## config.mk

```make
export PLATFORM = sky130hd
export DESIGN_NAME = camera_tracker_top
export DESIGN_NICKNAME = d
export VERILOG_FILES = /design/src/hdl/cam_tracker_pkg.sv /design/src/hdl/camera_tracker_top.sv /design/src/hdl/tracker_regs.sv /design/src/hdl/centroid_tracker.sv /design/src/hdl/green_mask.sv /design/src/hdl/pixel_reconstruct.sv
export VERILOG_INCLUDE_DIRS = /design/src /design/src/hdl
export SDC_FILE = /design/constraint.sdc
export NUM_CORES = 1
export LEC_CHECK = 0
export BUFFER_PORTS_ARGS = -buffer_cell sky130_fd_sc_hd__buf_2
export CAP_MARGIN = 25
export CORE_UTILIZATION = 30
export DETAILED_ROUTE_END_ITERATION = 8
export PLACE_DENSITY_LB_ADDON = 0.1
export SYNTH_ARGS = -nofsm -noshare
export SYNTH_HDL_FRONTEND = slang
export SYNTH_SLANG_ARGS = --single-unit
```

## constraint.sdc

```tcl
create_clock -name clk_camera -period 4.8 [get_ports clk_camera]
set_input_delay 1.2 -clock clk_camera [delete_from_list [all_inputs] [get_ports clk_camera]]
set_output_delay 1.2 -clock clk_camera [all_outputs]
set_load 0.005 [all_outputs]
```

## src/hdl/cam_tracker_consts.svh

```systemverilog
`ifndef CAM_TRACKER_CONSTS_SVH
`define CAM_TRACKER_CONSTS_SVH

// largest frame the camera path is sized for
`define CAM_MAX_WIDTH 1280
`define CAM_MAX_HEIGHT 720

// pixel position counts
`define CAM_HCOUNT_W 11
`define CAM_VCOUNT_W 10

// per-frame coordinate sums, wide enough for a full 1280x720 frame of player
`define CAM_SUM_X_W 31
`define CAM_SUM_Y_W 30
`define CAM_PIXCOUNT_W 20

// control bus
`define AXIL_ADDR_W 8
`define AXIL_DATA_W 32
`define AXIL_RESP_OKAY 2'b00
`define AXIL_RESP_SLVERR 2'b10

// register map
`define REG_CTRL 8'h00
`define REG_THRESH 8'h04
`define REG_STATUS 8'h08
`define REG_COM 8'h0C
`define REG_PIXCOUNT 8'h10

// green upper 255, red and blue lower 0
`define THRESH_RESET 32'h0000_00FF

`endif
```

## src/hdl/cam_tracker_pkg.sv

```systemverilog
`include "cam_tracker_consts.svh"

package cam_tracker_pkg;

  // one 16-bit camera word, seen as raw bytes or as RGB565
  typedef struct packed {
    logic [7:0] hi;
    logic [7:0] lo;
  } pixel_bytes_t;

  typedef struct packed {
    logic [4:0] red;
    logic [5:0] green;
    logic [4:0] blue;
  } rgb565_t;

  typedef union packed {
    pixel_bytes_t bytes;
    rgb565_t      rgb;
  } pixel_word_u;

  // a pixel, or a frame end marker when frame_done is set
  typedef struct packed {
    logic                       valid;
    logic                       frame_done;
    logic [`CAM_HCOUNT_W-1:0]   hcount;
    logic [`CAM_VCOUNT_W-1:0]   vcount;
    pixel_word_u                pixel;
  } pixel_beat_t;

  typedef struct packed {
    logic                       valid;
    logic                       frame_done;
    logic                       is_player;
    logic [`CAM_HCOUNT_W-1:0]   hcount;
    logic [`CAM_VCOUNT_W-1:0]   vcount;
  } mask_beat_t;

  typedef struct packed {
    logic [7:0] green_upper;
    logic [7:0] red_lower;
    logic [7:0] blue_lower;
    logic       enable;
  } mask_cfg_t;

  typedef struct packed {
    logic [`CAM_HCOUNT_W-1:0]   x;
    logic [`CAM_VCOUNT_W-1:0]   y;
    logic [`CAM_PIXCOUNT_W-1:0] pixcount;
    logic                       no_player;
  } com_result_t;

  // AXI4-Lite, master to slave
  typedef struct packed {
    logic [`AXIL_ADDR_W-1:0]   awaddr;
    logic                      awvalid;
    logic [`AXIL_DATA_W-1:0]   wdata;
    logic [`AXIL_DATA_W/8-1:0] wstrb;
    logic                      wvalid;
    logic                      bready;
    logic [`AXIL_ADDR_W-1:0]   araddr;
    logic                      arvalid;
    logic                      rready;
  } axil_req_t;

  // AXI4-Lite, slave to master
  typedef struct packed {
    logic                    awready;
    logic                    wready;
    logic [1:0]              bresp;
    logic                    bvalid;
    logic                    arready;
    logic [`AXIL_DATA_W-1:0] rdata;
    logic [1:0]              rresp;
    logic                    rvalid;
  } axil_rsp_t;

endpackage

```

## src/hdl/camera_tracker_top.sv

```systemverilog
`timescale 1ns/100ps

module camera_tracker_top (
  input  logic                       clk_camera,
  input  logic                       recent_reset,
  input  logic [7:0]                 cam_data_i,
  input  logic                       cam_pclk_i,
  input  logic                       cam_hsync_i,
  input  logic                       cam_vsync_i,
  input  cam_tracker_pkg::axil_req_t axil_req_i,
  output cam_tracker_pkg::axil_rsp_t axil_rsp_o,
  output logic                       result_valid_o
);

  cam_tracker_pkg::pixel_beat_t  pixel_beat;
  cam_tracker_pkg::mask_beat_t   mask_beat;
  cam_tracker_pkg::mask_cfg_t    mask_cfg;
  cam_tracker_pkg::com_result_t  com_result;

  // control and status
  tracker_regs regs0 (
    .clk_camera     (clk_camera),
    .recent_reset   (recent_reset),
    .axil_req_i     (axil_req_i),
    .result_i       (com_result),
    .result_valid_i (result_valid_o),
    .axil_rsp_o     (axil_rsp_o),
    .cfg_o          (mask_cfg)
  );

  // camera pins to pixels, then mask, then centre of mass
  pixel_reconstruct recon0 (
    .clk_camera   (clk_camera),
    .recent_reset (recent_reset),
    .cam_data_i   (cam_data_i),
    .cam_pclk_i   (cam_pclk_i),
    .cam_hsync_i  (cam_hsync_i),
    .cam_vsync_i  (cam_vsync_i),
    .pixel_o      (pixel_beat)
  );

  green_mask mask0 (
    .clk_camera   (clk_camera),
    .recent_reset (recent_reset),
    .pixel_i      (pixel_beat),
    .cfg_i        (mask_cfg),
    .mask_o       (mask_beat)
  );

  centroid_tracker com0 (
    .clk_camera     (clk_camera),
    .recent_reset   (recent_reset),
    .mask_i         (mask_beat),
    .enable_i       (mask_cfg.enable),
    .result_o       (com_result),
    .result_valid_o (result_valid_o)
  );

endmodule

```

## src/hdl/tracker_regs.sv

```systemverilog
`timescale 1ns/100ps
`include "cam_tracker_consts.svh"

module tracker_regs (
  input  logic                         clk_camera,
  input  logic                         recent_reset,
  input  cam_tracker_pkg::axil_req_t   axil_req_i,
  input  cam_tracker_pkg::com_result_t result_i,
  input  logic                         result_valid_i,
  output cam_tracker_pkg::axil_rsp_t   axil_rsp_o,
  output cam_tracker_pkg::mask_cfg_t   cfg_o
);

  // ========================================================================
  // AXI4-Lite handshakes
  // ========================================================================

  logic                    aw_w_ready_q;
  logic                    bvalid_q;
  logic [1:0]              bresp_q;
  logic                    arready_q;
  logic                    rvalid_q;
  logic [`AXIL_DATA_W-1:0] rdata_q;
  logic [1:0]              rresp_q;

  // AW and W are taken together, and only with no write response pending
  always_ff @(posedge clk_camera) begin
    if (recent_reset) begin
      aw_w_ready_q <= 1'b0;
      bvalid_q     <= 1'b0;
      arready_q    <= 1'b0;
      rvalid_q     <= 1'b0;
    end else begin
      aw_w_ready_q <= ~aw_w_ready_q & ~bvalid_q &
                      axil_req_i.awvalid & axil_req_i.wvalid;
      if (aw_w_ready_q) begin
        bvalid_q <= 1'b1;
      end else if (axil_req_i.bready) begin
        bvalid_q <= 1'b0;
      end
      arready_q <= ~arready_q & ~rvalid_q & axil_req_i.arvalid;
      if (arready_q) begin
        rvalid_q <= 1'b1;
      end else if (axil_req_i.rready) begin
        rvalid_q <= 1'b0;
      end
    end
  end

  // ========================================================================
  // register file
  // ========================================================================

  logic                       ctrl_en_q;
  logic [23:0]                thresh_q;
  logic [`CAM_HCOUNT_W-1:0]   com_x_q;
  logic [`CAM_VCOUNT_W-1:0]   com_y_q;
  logic [`CAM_PIXCOUNT_W-1:0] pixcount_q;
  logic                       no_player_q;
  logic [15:0]                frame_cnt_q;

  logic                    wr_ok;
  logic                    rd_ok;
  logic [`AXIL_DATA_W-1:0] rd_word;

  // every mapped offset accepts a write, only CTRL and THRESH keep it
  always_comb begin
    case (axil_req_i.awaddr)
      `REG_CTRL, `REG_THRESH, `REG_STATUS, `REG_COM, `REG_PIXCOUNT: wr_ok = 1'b1;
      default: wr_ok = 1'b0;
    endcase
  end

  always_comb begin
    rd_ok = 1'b1;
    case (axil_req_i.araddr)
      `REG_CTRL:     rd_word = {31'b0, ctrl_en_q};
      `REG_THRESH:   rd_word = {8'b0, thresh_q};
      `REG_STATUS:   rd_word = {frame_cnt_q, 15'b0, no_player_q};
      `REG_COM:      rd_word = {6'b0, com_y_q, 5'b0, com_x_q};
      `REG_PIXCOUNT: rd_word = {12'b0, pixcount_q};
      default: begin
        rd_word = '0;
        rd_ok   = 1'b0;
      end
    endcase
  end

  // response payload follows the handshake cycle
  always_ff @(posedge clk_camera) begin
    if (aw_w_ready_q) begin
      bresp_q <= wr_ok ? `AXIL_RESP_OKAY : `AXIL_RESP_SLVERR;
    end
    if (arready_q) begin
      rdata_q <= rd_word;
      rresp_q <= rd_ok ? `AXIL_RESP_OKAY : `AXIL_RESP_SLVERR;
    end
  end

  always_ff @(posedge clk_camera) begin
    if (recent_reset) begin
      ctrl_en_q   <= 1'b0;
      thresh_q    <= 24'(`THRESH_RESET);
      com_x_q     <= '0;
      com_y_q     <= '0;
      pixcount_q  <= '0;
      no_player_q <= 1'b0;
      frame_cnt_q <= '0;
    end else begin
      if (aw_w_ready_q && axil_req_i.awaddr == `REG_CTRL && axil_req_i.wstrb[0]) begin
        ctrl_en_q <= axil_req_i.wdata[0];
      end
      // byte lanes 0..2 hold green upper, red lower, blue lower
      if (aw_w_ready_q && axil_req_i.awaddr == `REG_THRESH) begin
        for (int b = 0; b < 3; b++) begin
          if (axil_req_i.wstrb[b]) begin
            thresh_q[b*8 +: 8] <= axil_req_i.wdata[b*8 +: 8];
          end
        end
      end
      // the tracker already holds x and y on an empty frame
      if (result_valid_i) begin
        com_x_q     <= result_i.x;
        com_y_q     <= result_i.y;
        pixcount_q  <= result_i.pixcount;
        no_player_q <= result_i.no_player;
        frame_cnt_q <= frame_cnt_q + 1'b1;
      end
    end
  end

  assign cfg_o = '{green_upper: thresh_q[7:0],
                   red_lower:   thresh_q[15:8],
                   blue_lower:  thresh_q[23:16],
                   enable:      ctrl_en_q};

  assign axil_rsp_o = '{awready: aw_w_ready_q,
                        wready:  aw_w_ready_q,
                        bresp:   bresp_q,
                        bvalid:  bvalid_q,
                        arready: arready_q,
                        rdata:   rdata_q,
                        rresp:   rresp_q,
                        rvalid:  rvalid_q};

endmodule

```

## src/hdl/centroid_tracker.sv

```systemverilog
`timescale 1ns/100ps
`include "cam_tracker_consts.svh"

module centroid_tracker (
  input  logic                         clk_camera,
  input  logic                         recent_reset,
  input  cam_tracker_pkg::mask_beat_t  mask_i,
  input  logic                         enable_i,
  output cam_tracker_pkg::com_result_t result_o,
  output logic                         result_valid_o
);

  localparam int DIV_W = 32;
  localparam int CNT_W = `CAM_PIXCOUNT_W;

  localparam logic [1:0] DIV_IDLE = 2'd0;
  localparam logic [1:0] DIV_X    = 2'd1;
  localparam logic [1:0] DIV_Y    = 2'd2;

  // ========================================================================
  // per-frame accumulation
  // ========================================================================

  logic [`CAM_SUM_X_W-1:0] sum_x_q;
  logic [`CAM_SUM_Y_W-1:0] sum_y_q;
  logic [CNT_W-1:0]        count_q;
  logic                    add_pixel;

  assign add_pixel = mask_i.valid & mask_i.is_player & enable_i;

  // a frame end always clears, even if the divider cannot take the sums
  always_ff @(posedge clk_camera) begin
    if (recent_reset || mask_i.frame_done) begin
      sum_x_q <= '0;
      sum_y_q <= '0;
      count_q <= '0;
    end else if (add_pixel) begin
      sum_x_q <= sum_x_q + `CAM_SUM_X_W'(mask_i.hcount);
      sum_y_q <= sum_y_q + `CAM_SUM_Y_W'(mask_i.vcount);
      count_q <= count_q + 1'b1;
    end
  end

  // ========================================================================
  // restoring divider, x first then y
  // ========================================================================

  logic [1:0]              state_q;
  logic [4:0]              step_q;
  logic                    start;
  logic                    last_step;
  logic [DIV_W-1:0]        quot_q;
  logic [CNT_W-1:0]        rem_q;
  logic [CNT_W-1:0]        divisor_q;
  logic [`CAM_SUM_Y_W-1:0] sum_y_hold_q;
  logic [CNT_W:0]          rem_shift;
  logic                    fits;
  logic [CNT_W-1:0]        rem_next;
  logic [DIV_W-1:0]        quot_next;

  // frame ends that land during a division are dropped
  assign start     = mask_i.frame_done & (state_q == DIV_IDLE);
  assign last_step = (step_q == 5'(DIV_W - 1));

  // one quotient bit per cycle, dividend shifts out of the top of quot_q
  assign rem_shift = {rem_q, quot_q[DIV_W-1]};
  assign fits      = (rem_shift >= {1'b0, divisor_q});
  assign rem_next  = fits ? CNT_W'(rem_shift - {1'b0, divisor_q}) : rem_shift[CNT_W-1:0];
  assign quot_next = {quot_q[DIV_W-2:0], fits};

  logic [`CAM_HCOUNT_W-1:0] res_x_q;
  logic [`CAM_VCOUNT_W-1:0] res_y_q;
  logic [CNT_W-1:0]         res_count_q;
  logic                     res_none_q;
  logic                     res_valid_q;

  always_ff @(posedge clk_camera) begin
    if (recent_reset) begin
      state_q     <= DIV_IDLE;
      step_q      <= '0;
      res_x_q     <= '0;
      res_y_q     <= '0;
      res_count_q <= '0;
      res_none_q  <= 1'b0;
      res_valid_q <= 1'b0;
    end else begin
      res_valid_q <= 1'b0;
      case (state_q)
        DIV_IDLE: begin
          if (mask_i.frame_done) begin
            res_count_q <= count_q;
            res_none_q  <= (count_q == '0);
            step_q      <= '0;
            // empty frame reports at once and keeps the last position
            if (count_q == '0) begin
              res_valid_q <= 1'b1;
            end else begin
              state_q <= DIV_X;
            end
          end
        end
        DIV_X: begin
          step_q <= step_q + 1'b1;
          if (last_step) begin
            res_x_q <= quot_next[`CAM_HCOUNT_W-1:0];
            state_q <= DIV_Y;
          end
        end
        DIV_Y: begin
          step_q <= step_q + 1'b1;
          if (last_step) begin
            res_y_q     <= quot_next[`CAM_VCOUNT_W-1:0];
            res_valid_q <= 1'b1;
            state_q     <= DIV_IDLE;
          end
        end
        default: state_q <= DIV_IDLE;
      endcase
    end
  end

  // divider datapath
  always_ff @(posedge clk_camera) begin
    if (start) begin
      quot_q       <= DIV_W'(sum_x_q);
      rem_q        <= '0;
      divisor_q    <= count_q;
      sum_y_hold_q <= sum_y_q;
    end else if (state_q == DIV_X && last_step) begin
      // reload for the y pass
      quot_q <= DIV_W'(sum_y_hold_q);
      rem_q  <= '0;
    end else if (state_q != DIV_IDLE) begin
      quot_q <= quot_next;
      rem_q  <= rem_next;
    end
  end

  assign result_o = '{x:         res_x_q,
                      y:         res_y_q,
                      pixcount:  res_count_q,
                      no_player: res_none_q};
  assign result_valid_o = res_valid_q;

endmodule

```

## src/hdl/green_mask.sv

```systemverilog
`timescale 1ns/100ps

module green_mask (
  input  logic                         clk_camera,
  input  logic                         recent_reset,
  input  cam_tracker_pkg::pixel_beat_t pixel_i,
  input  cam_tracker_pkg::mask_cfg_t   cfg_i,
  output cam_tracker_pkg::mask_beat_t  mask_o
);

  // RGB565 channels padded with low zeros to 8 bits
  logic [7:0] red8;
  logic [7:0] green8;
  logic [7:0] blue8;
  logic       hit;

  logic       valid_q;
  logic       done_q;
  logic       player_q;
  logic [$bits(pixel_i.hcount)-1:0] hcount_q;
  logic [$bits(pixel_i.vcount)-1:0] vcount_q;

  assign red8   = {pixel_i.pixel.rgb.red, 3'b000};
  assign green8 = {pixel_i.pixel.rgb.green, 2'b00};
  assign blue8  = {pixel_i.pixel.rgb.blue, 3'b000};

  // player is anything not green enough, all bounds inclusive
  assign hit = (green8 <= cfg_i.green_upper) &&
               (red8 >= cfg_i.red_lower) &&
               (blue8 >= cfg_i.blue_lower);

  always_ff @(posedge clk_camera) begin
    if (recent_reset) begin
      valid_q <= 1'b0;
      done_q  <= 1'b0;
    end else begin
      valid_q <= pixel_i.valid;
      done_q  <= pixel_i.frame_done;
    end
  end

  // position and mask bit only matter alongside valid
  always_ff @(posedge clk_camera) begin
    player_q <= hit;
    hcount_q <= pixel_i.hcount;
    vcount_q <= pixel_i.vcount;
  end

  assign mask_o = '{valid:      valid_q,
                    frame_done: done_q,
                    is_player:  player_q,
                    hcount:     hcount_q,
                    vcount:     vcount_q};

endmodule

```

## src/hdl/pixel_reconstruct.sv

```systemverilog
`timescale 1ns/100ps
`include "cam_tracker_consts.svh"

module pixel_reconstruct (
  input  logic                         clk_camera,
  input  logic                         recent_reset,
  input  logic [7:0]                   cam_data_i,
  input  logic                         cam_pclk_i,
  input  logic                         cam_hsync_i,
  input  logic                         cam_vsync_i,
  output cam_tracker_pkg::pixel_beat_t pixel_o
);

  // ========================================================================
  // pin synchronisers and edge detect
  // ========================================================================

  // control lines packed as {vsync, hsync, pclk}
  logic [2:0] ctl_meta;
  logic [2:0] ctl_sync;
  logic [2:0] ctl_prev;
  logic [7:0] data_meta;
  logic [7:0] data_sync;

  // registered edge strobes, one cycle each
  logic       pclk_rise_q;
  logic       hs_rise_q;
  logic       hs_fall_q;
  logic       vs_rise_q;
  logic       hs_level_q;
  logic [7:0] byte_q;

  always_ff @(posedge clk_camera) begin
    if (recent_reset) begin
      ctl_meta    <= '0;
      ctl_sync    <= '0;
      ctl_prev    <= '0;
      pclk_rise_q <= 1'b0;
      hs_rise_q   <= 1'b0;
      hs_fall_q   <= 1'b0;
      vs_rise_q   <= 1'b0;
      hs_level_q  <= 1'b0;
    end else begin
      ctl_meta    <= {cam_vsync_i, cam_hsync_i, cam_pclk_i};
      ctl_sync    <= ctl_meta;
      ctl_prev    <= ctl_sync;
      pclk_rise_q <= ctl_sync[0] & ~ctl_prev[0];
      hs_rise_q   <= ctl_sync[1] & ~ctl_prev[1];
      hs_fall_q   <= ~ctl_sync[1] & ctl_prev[1];
      vs_rise_q   <= ctl_sync[2] & ~ctl_prev[2];
      hs_level_q  <= ctl_sync[1];
    end
  end

  // data rides through the same two stages as pclk
  always_ff @(posedge clk_camera) begin
    data_meta <= cam_data_i;
    data_sync <= data_meta;
    byte_q    <= data_sync;
  end

  // ========================================================================
  // byte pairing and position counts
  // ========================================================================

  logic                     take_byte;
  logic                     low_byte;
  // set while the high byte of a pair is held
  logic                     phase_q;
  logic [`CAM_HCOUNT_W-1:0] hpos_q;
  logic [`CAM_VCOUNT_W-1:0] line_q;
  logic                     beat_valid_q;
  logic                     beat_done_q;
  logic [`CAM_HCOUNT_W-1:0] beat_h_q;
  logic [`CAM_VCOUNT_W-1:0] beat_v_q;
  cam_tracker_pkg::pixel_word_u word_q;

  // bytes only count inside an active line
  assign take_byte = pclk_rise_q & hs_level_q;
  // a line start always opens a new pair
  assign low_byte  = take_byte & phase_q & ~hs_rise_q;

  always_ff @(posedge clk_camera) begin
    if (recent_reset) begin
      phase_q      <= 1'b0;
      hpos_q       <= '0;
      line_q       <= '0;
      beat_valid_q <= 1'b0;
      beat_done_q  <= 1'b0;
    end else begin
      beat_valid_q <= low_byte;
      beat_done_q  <= vs_rise_q;
      if (vs_rise_q) begin
        // new frame, everything restarts at the top left
        phase_q <= 1'b0;
        hpos_q  <= '0;
        line_q  <= '0;
      end else begin
        if (take_byte | hs_rise_q) begin
          phase_q <= take_byte & ~low_byte;
        end
        if (hs_fall_q) begin
          hpos_q <= '0;
          // count completed lines, held at the last legal row
          if (line_q != `CAM_VCOUNT_W'(`CAM_MAX_HEIGHT - 1)) begin
            line_q <= line_q + 1'b1;
          end
        end else if (low_byte && hpos_q != `CAM_HCOUNT_W'(`CAM_MAX_WIDTH - 1)) begin
          hpos_q <= hpos_q + 1'b1;
        end
      end
    end
  end

  // assembly through the byte view of the word
  always_ff @(posedge clk_camera) begin
    if (take_byte && !low_byte) begin
      word_q.bytes.hi <= byte_q;
    end
    if (low_byte) begin
      word_q.bytes.lo <= byte_q;
      beat_h_q        <= hpos_q;
      beat_v_q        <= line_q;
    end
  end

  assign pixel_o = '{valid:      beat_valid_q,
                     frame_done: beat_done_q,
                     hcount:     beat_h_q,
                     vcount:     beat_v_q,
                     pixel:      word_q};

endmodule

```

==> Word level (Yosys, flattened, before mapping) <==
Cells that the tools add are included.
{ "op_classes": {"bitwise": 27, "mux": 24, "n_lt_le_gt_ge": 4, "reduce_logical": 34, "eq_ne": 17, "addsub": 8} }
{ "op_table": {"columns": ["op", "count"], "rows": [
  ["one-hot mux 32 bit (5 select lines)", 1],
  ["2-to-1 mux 31 bit", 3],
  ["equality test 8 x 4 -> 1 bit, second input constant", 4],
  ["adder 31 x 11 -> 31 bit", 1],
  ["adder 30 x 10 -> 30 bit", 1],
  [">= comparator 21 x 20 -> 1 bit", 1],
  ["adder 20 x 1 -> 20 bit, second input constant", 1],
  ["zero test 20 bit", 1],
  ["2-to-1 mux 20 bit", 1],
  ["subtractor 20 bit", 1],
  ["adder 16 x 1 -> 16 bit, second input constant", 1],
  ["bitwise AND 1 bit", 16],
  ["equality test 8 x 3 -> 1 bit, second input constant", 2],
  ["equality test 8 x 5 -> 1 bit, second input constant", 2],
  [">= comparator 8 bit", 2],
  ["zero test 8 bit", 2],
  ["AND reduction 2 bit", 8],
  ["2-to-1 mux 2 bit", 6],
  ["adder 11 x 1 -> 11 bit, second input constant", 1],
  ["inequality test 11 bit, second input constant", 1],
  ["adder 10 x 1 -> 10 bit, second input constant", 1],
  ["inequality test 10 bit, second input constant", 1],
  ["inverter 1 bit", 10],
  ["one-hot mux 5 bit (2 select lines)", 1],
  ["other kinds (22)", 45]
]} }
{ "totals": {"regBits": 479, "in_bits": 70} }

==> Longest topological paths before layout <==
{ "depth": {"depth_word": 5, "depth_mapped": 12, "depth_no_buf": 11} }

==> By module <==
Synthesis repeated with hierarchy kept, for this count alone.
{ "hier_totals": {"cells_unflattened": 1986, "hier_area_um2": 20026.7} }
{ "modules_own_cells": {"columns": ["module", "area_each_um2", "seq_area_each_um2", "n_inst", "cells_each"], "rows": [
  ["centroid_tracker", 11073.1, 5475.3, 1, 1216],
  ["tracker_regs", 4927.2, 2762.6, 1, 461],
  ["pixel_reconstruct", 3098.0, 2332.2, 1, 224],
  ["green_mask", 928.4, 480.5, 1, 85]
]} }

==> Worst setup path after synthesis <==
OpenSTA, ideal clock, no wires.
{ "synth_path": {"kind": "input to register", "startpoint": "input port axil_req_i[49] in the netlist's numbering", "endpoint": "register regs0.thresh_q[16]", "t_arrival_ps": 2775, "path_slack_ps": 1897, "path_buffers": 1, "cell_stages": 8, "cell_sequence": "or4_1 nor2_1 nand3_1 nor2_1 clkbuf_1 nand2_1 mux2i_1 nor2_1"} }
{ "synth_between": {"elab_chain_cells": 3} }
{ "synth_rtl": {"columns": ["element", "line", "source"], "rows": [
  ["start, declared", "camera_tracker_top.sv:10", "input cam_tracker_pkg::axil_req_t axil_req_i,"],
  ["equality test 8 x 3 -> 1 bit (no line)", null, null],
  ["logical AND 1 bit (no line)", null, null],
  ["AND reduction 2 bit (no line)", null, null],
  ["end signal, assigned", "tracker_regs.sv:103", "thresh_q <= 24'(`THRESH_RESET);"],
  ["end signal, assigned by index", "tracker_regs.sv:117", "thresh_q[b*8 +: 8] <= axil_req_i.wdata[b*8 +: 8];"],
  ["end, declared", "tracker_regs.sv:55", "logic [23:0] thresh_q;"]
]} }
No other way between the ends.
A chain may end at the register's enable or synchronous reset.

==> Worst setup path after layout <==
{ "layout_path": {"startpoint": "register com0.divisor_q[1]", "endpoint": "register com0.rem_q[18]"} }
{ "layout_between": {"elab_chain_cells": 2} }
{ "layout_rtl": {"columns": ["element", "line", "source"], "rows": [
  ["start, declared", "centroid_tracker.sv:54", "logic [CNT_W-1:0] divisor_q;"],
  ["start signal, assigned", "centroid_tracker.sv:127", "divisor_q <= count_q;"],
  ["subtractor 20 bit or >= comparator 21 x 20 -> 1 bit (tied branches)", "centroid_tracker.sv:68, centroid_tracker.sv:67", null],
  ["2-to-1 mux 20 bit (*)", "centroid_tracker.sv:68", "assign rem_next = fits ? CNT_W'(rem_shift - {1'b0, divisor_q}) : rem_shift[CNT_W-1:0];"],
  ["end signal, assigned", "centroid_tracker.sv:135", "rem_q <= rem_next;"],
  ["end, declared", "centroid_tracker.sv:53", "logic [CNT_W-1:0] rem_q;"]
]} }
Every way passes the cells marked *; elsewhere a longest branch is shown, timed or not.

==> run metrics <==
CTS clk-pin slew, worst paths=0.06 ns; Startpoint Class=flip-flop; area grow syn2layout=15.78%; FP Rows=94; largest net degree at the start of global routing=between 90 and 100; Detailed Place HPWL=34.01 mm; hold slack final=~0.33 ns; EDFF count, synth=about 150; hold violation count in the final report=0; RR Endpoint=com0.rem_q[18]; cell taking the most area after synthesis=dfxtp_1; Final setup viols=0; Seq/Total Area, Yosys=a little under three fifths; R2R setup slack=about 1.5 ns; Total GRT Usage=14.46%; measured slew at the worst slew-check pin=1.042 ns; pwr dens=about 420 nW/um^2; first-pass GRT wire length=77.54 mm; Syn Std Cell Area=19880 sq um; asr flop ratio synth=0%; hold_sp=recon0.data_meta[0]; Synth Warn #=0; num ports=between 100 and 150; nets=between 2000 and 2500; final slew viol count=0; I/O Buffers=100; Placeable Area=around 66000 sq um; maximum clock path buffer count=3; CP Max Fanout=15; skew final=around 0.021 ns; Area contributors post-synth=dfxtp_1 33%, edfxtp_1 23%, nand2_1 5.3%; synth unique cells=~70; post-CTS sizing=0; Seq cells post-synth=roughly 480; die area=slightly below 70000 sq um; Hold Path Stages=0; Num CTS Buffers=52; outcome=complete, no violations; Post-Route WL=around 48 mm; Synth top area share=around a third; worst r2r src=com0.divisor_q[1]; chip height=approximately 260 um; root buffer cell=clkbuf_16; Worst Path Required=~5.3 ns; Reg2Reg Depth=11; # diodes=0; Syn Area/Cell=10.06 sq um; Hold Path Class=reg -> reg; GRT overflow=0; top cells by count, synth=324 x dfxtp_1, 281 x nand2_1, 211 x nor2_1, 152 x edfxtp_1, 137 x a21oi_1; Max Cap Violations=0; initial antenna violation count=2; most frequent cell after synthesis=dfxtp_1; Lkg Pwr=8.842 nW; unrepaired setup endpoints after global routing=no; dominant synthesized flop cell=dfxtp_1; hold_buf cts=0; CP endpoint kind=flip-flop; CTS Sinks=476; Tcrit/Tclk final=between 60% and 70%; Syn Inst Count=slightly below 2000; Die Width=259.4 um; hold endpoint=recon0.data_sync[0]; via/cell ratio=4.739; Routed WL per cell=between 15 and 20 um; post-route setup TNS=0 ns; share of layout cells above drive strength 1=a little over a tenth; kind of critical path=reg -> reg; worst-skew pair later-pin latency=0.60 ns; DRT Pass-1 Iters=5; GPL Wtd Cong=about 0.79; min cycle time layout=~3.3 ns; Critical Path AT=~3.7 ns; Fmax=305.6 MHz; vias in the first global route=~14000; Initial Util=a little under a third; DRT iter0 DRCs=about 730; # DRC=0; Worst slew margin=between 30% and 40%; DR vias=between 10000 and 15000; worst vdd rail ir drop=~0.24 mV; multi-input logic area=between 8000 and 9000 sq um; postcts setup bufs=0; post-route ant nets=0; htree depth=2; CTS tree=yes; FILL cells=between 6000 and 7000; register area=between 10000 and 15000 sq um
==> sequential cells by signal, summed over array words and instances, names as in the netlist, 24 cells and up <==
register,flops
com0.sum_y_q,30
regs0.thresh_q,24
com0.quot_q,32
com0.sum_x_q,31
com0.sum_y_hold_q,30
regs0.rdata_q,32
==> stage by stage <==
stage	instance area [sq um]	worst slack [ns]	util, %	power, W	cells
floorplan	19890	1.897	-	0.005421	1978
global placement	21270	1.549	32.41	0.005711	2872
detailed placement	21270	1.527	32.41	0.005718	2872
CTS	23020	1.475	35.08	0.009886	2969
global route	23020	1.219	35.08	0.01022	2969
finish	23020	1.527	35.08	0.009727	2969
==> layer usage <==
layer	GRT usage [%]	routed length (um)
met1	20.23	23820
met2	22.99	22120
met3	2.031	1371
met4	4.428	1082
met5	0	0
==> cell type report <==
class / count / share of cell area (%)
clock inverter: 20 / 1.093
tap: 864 / 4.696
multi-input combinational: 1335 / 35.52
sequential: 476 / 48.02
inverter: 73 / 1.190
clock buffer: 77 / 6.517
timing repair buffer: 124 / 2.968
==> where the power goes <==
part	switching, W	internal (W)
Combinational	0.000694	0.000538
Sequential	0.0000930	0.00429
Clock	0.00166	0.00244
==> cells by family (layout without fill, tap and decap cells) <==
family | Yosys count | after routing | synth area share (%)
AOI/OAI and AO/OA | 371 | 371 | 11.72
adders and majority gates | 71 | 71 | 4.581
buffers and inverters | 167 | 294 | 3.373
and+or+nand+nor | 704 | 704 | 15.85
other | 1 | 2 | 0.01886
xor gates and xnor gates | 92 | 92 | 4.053
DFF | 476 | 476 | 55.58
muxes | 95 | 95 | 4.820
==> worst max-delay path by stage <==
stage / startpoint / slack (ns) / endpoint
finish: com0.divisor_q[1] / 1.53 / com0.rem_q[18]
global route: com0.divisor_q[1] / 1.22 / com0.rem_q[18]
CTS: com0.divisor_q[1] / 1.47 / com0.rem_q[18]
detailed placement: com0.sum_y_q[0] / 1.53 / com0.sum_y_q[28]
global placement: com0.divisor_q[1] / 1.55 / com0.rem_q[18]
floorplan: axil_req_i[49] / 1.90 / regs0.thresh_q[16]
==> worst max-delay path, cell delays in order (launching register included) <==
cell      delay (ns)
edfxtp_1        0.38
inv_1           0.06
ha_1            0.29
nand2b_1        0.07
a21oi_1         0.24
o311a_1         0.31
o21ai_4         0.13
o21ai_2         0.17
o22a_1          0.79
buf_4           0.32
mux2i_1         0.24
o21ai_0         0.12
==> layout by cell type, fill, tap and decap left out, drive strengths merged, types with 4 or more instances in the layout <==
| cell | synthesis | layout |
|---|---|---|
| o2111ai | 4 | 4 |
| o211ai | 21 | 21 |
| nor2 | 211 | 211 |
| xnor2 | 39 | 39 |
| o21a | 14 | 14 |
| o31ai | 7 | 7 |
| o41ai | 4 | 4 |
| inv | 71 | 74 |
| dfxtp | 324 | 324 |
| and3 | 34 | 34 |
| and2 | 12 | 12 |
| or4 | 12 | 12 |
| ha | 68 | 68 |
| a211o | 11 | 11 |
| nor4b | 4 | 4 |
| buf | 23 | 124 |
| nor2b | 24 | 24 |
| clkinv | 2 | 13 |
| a211oi | 17 | 17 |
| bufinv | 0 | 5 |
| a21o | 13 | 13 |
| nand2 | 281 | 281 |
| nor3 | 19 | 19 |
| nor4 | 7 | 7 |
| nand4 | 19 | 19 |
| a22o | 6 | 6 |
| xor2 | 53 | 53 |
| a21oi | 137 | 137 |
| mux2i | 92 | 92 |
| clkbuf | 71 | 77 |
| nand3 | 40 | 40 |
| o21ai | 69 | 69 |
| or3 | 22 | 22 |
| a22oi | 10 | 10 |
| a31oi | 32 | 32 |
| nand2b | 8 | 8 |
| o311ai | 4 | 4 |
| edfxtp | 152 | 152 |
Note: power is estimated with default switching activity, not from simulation.
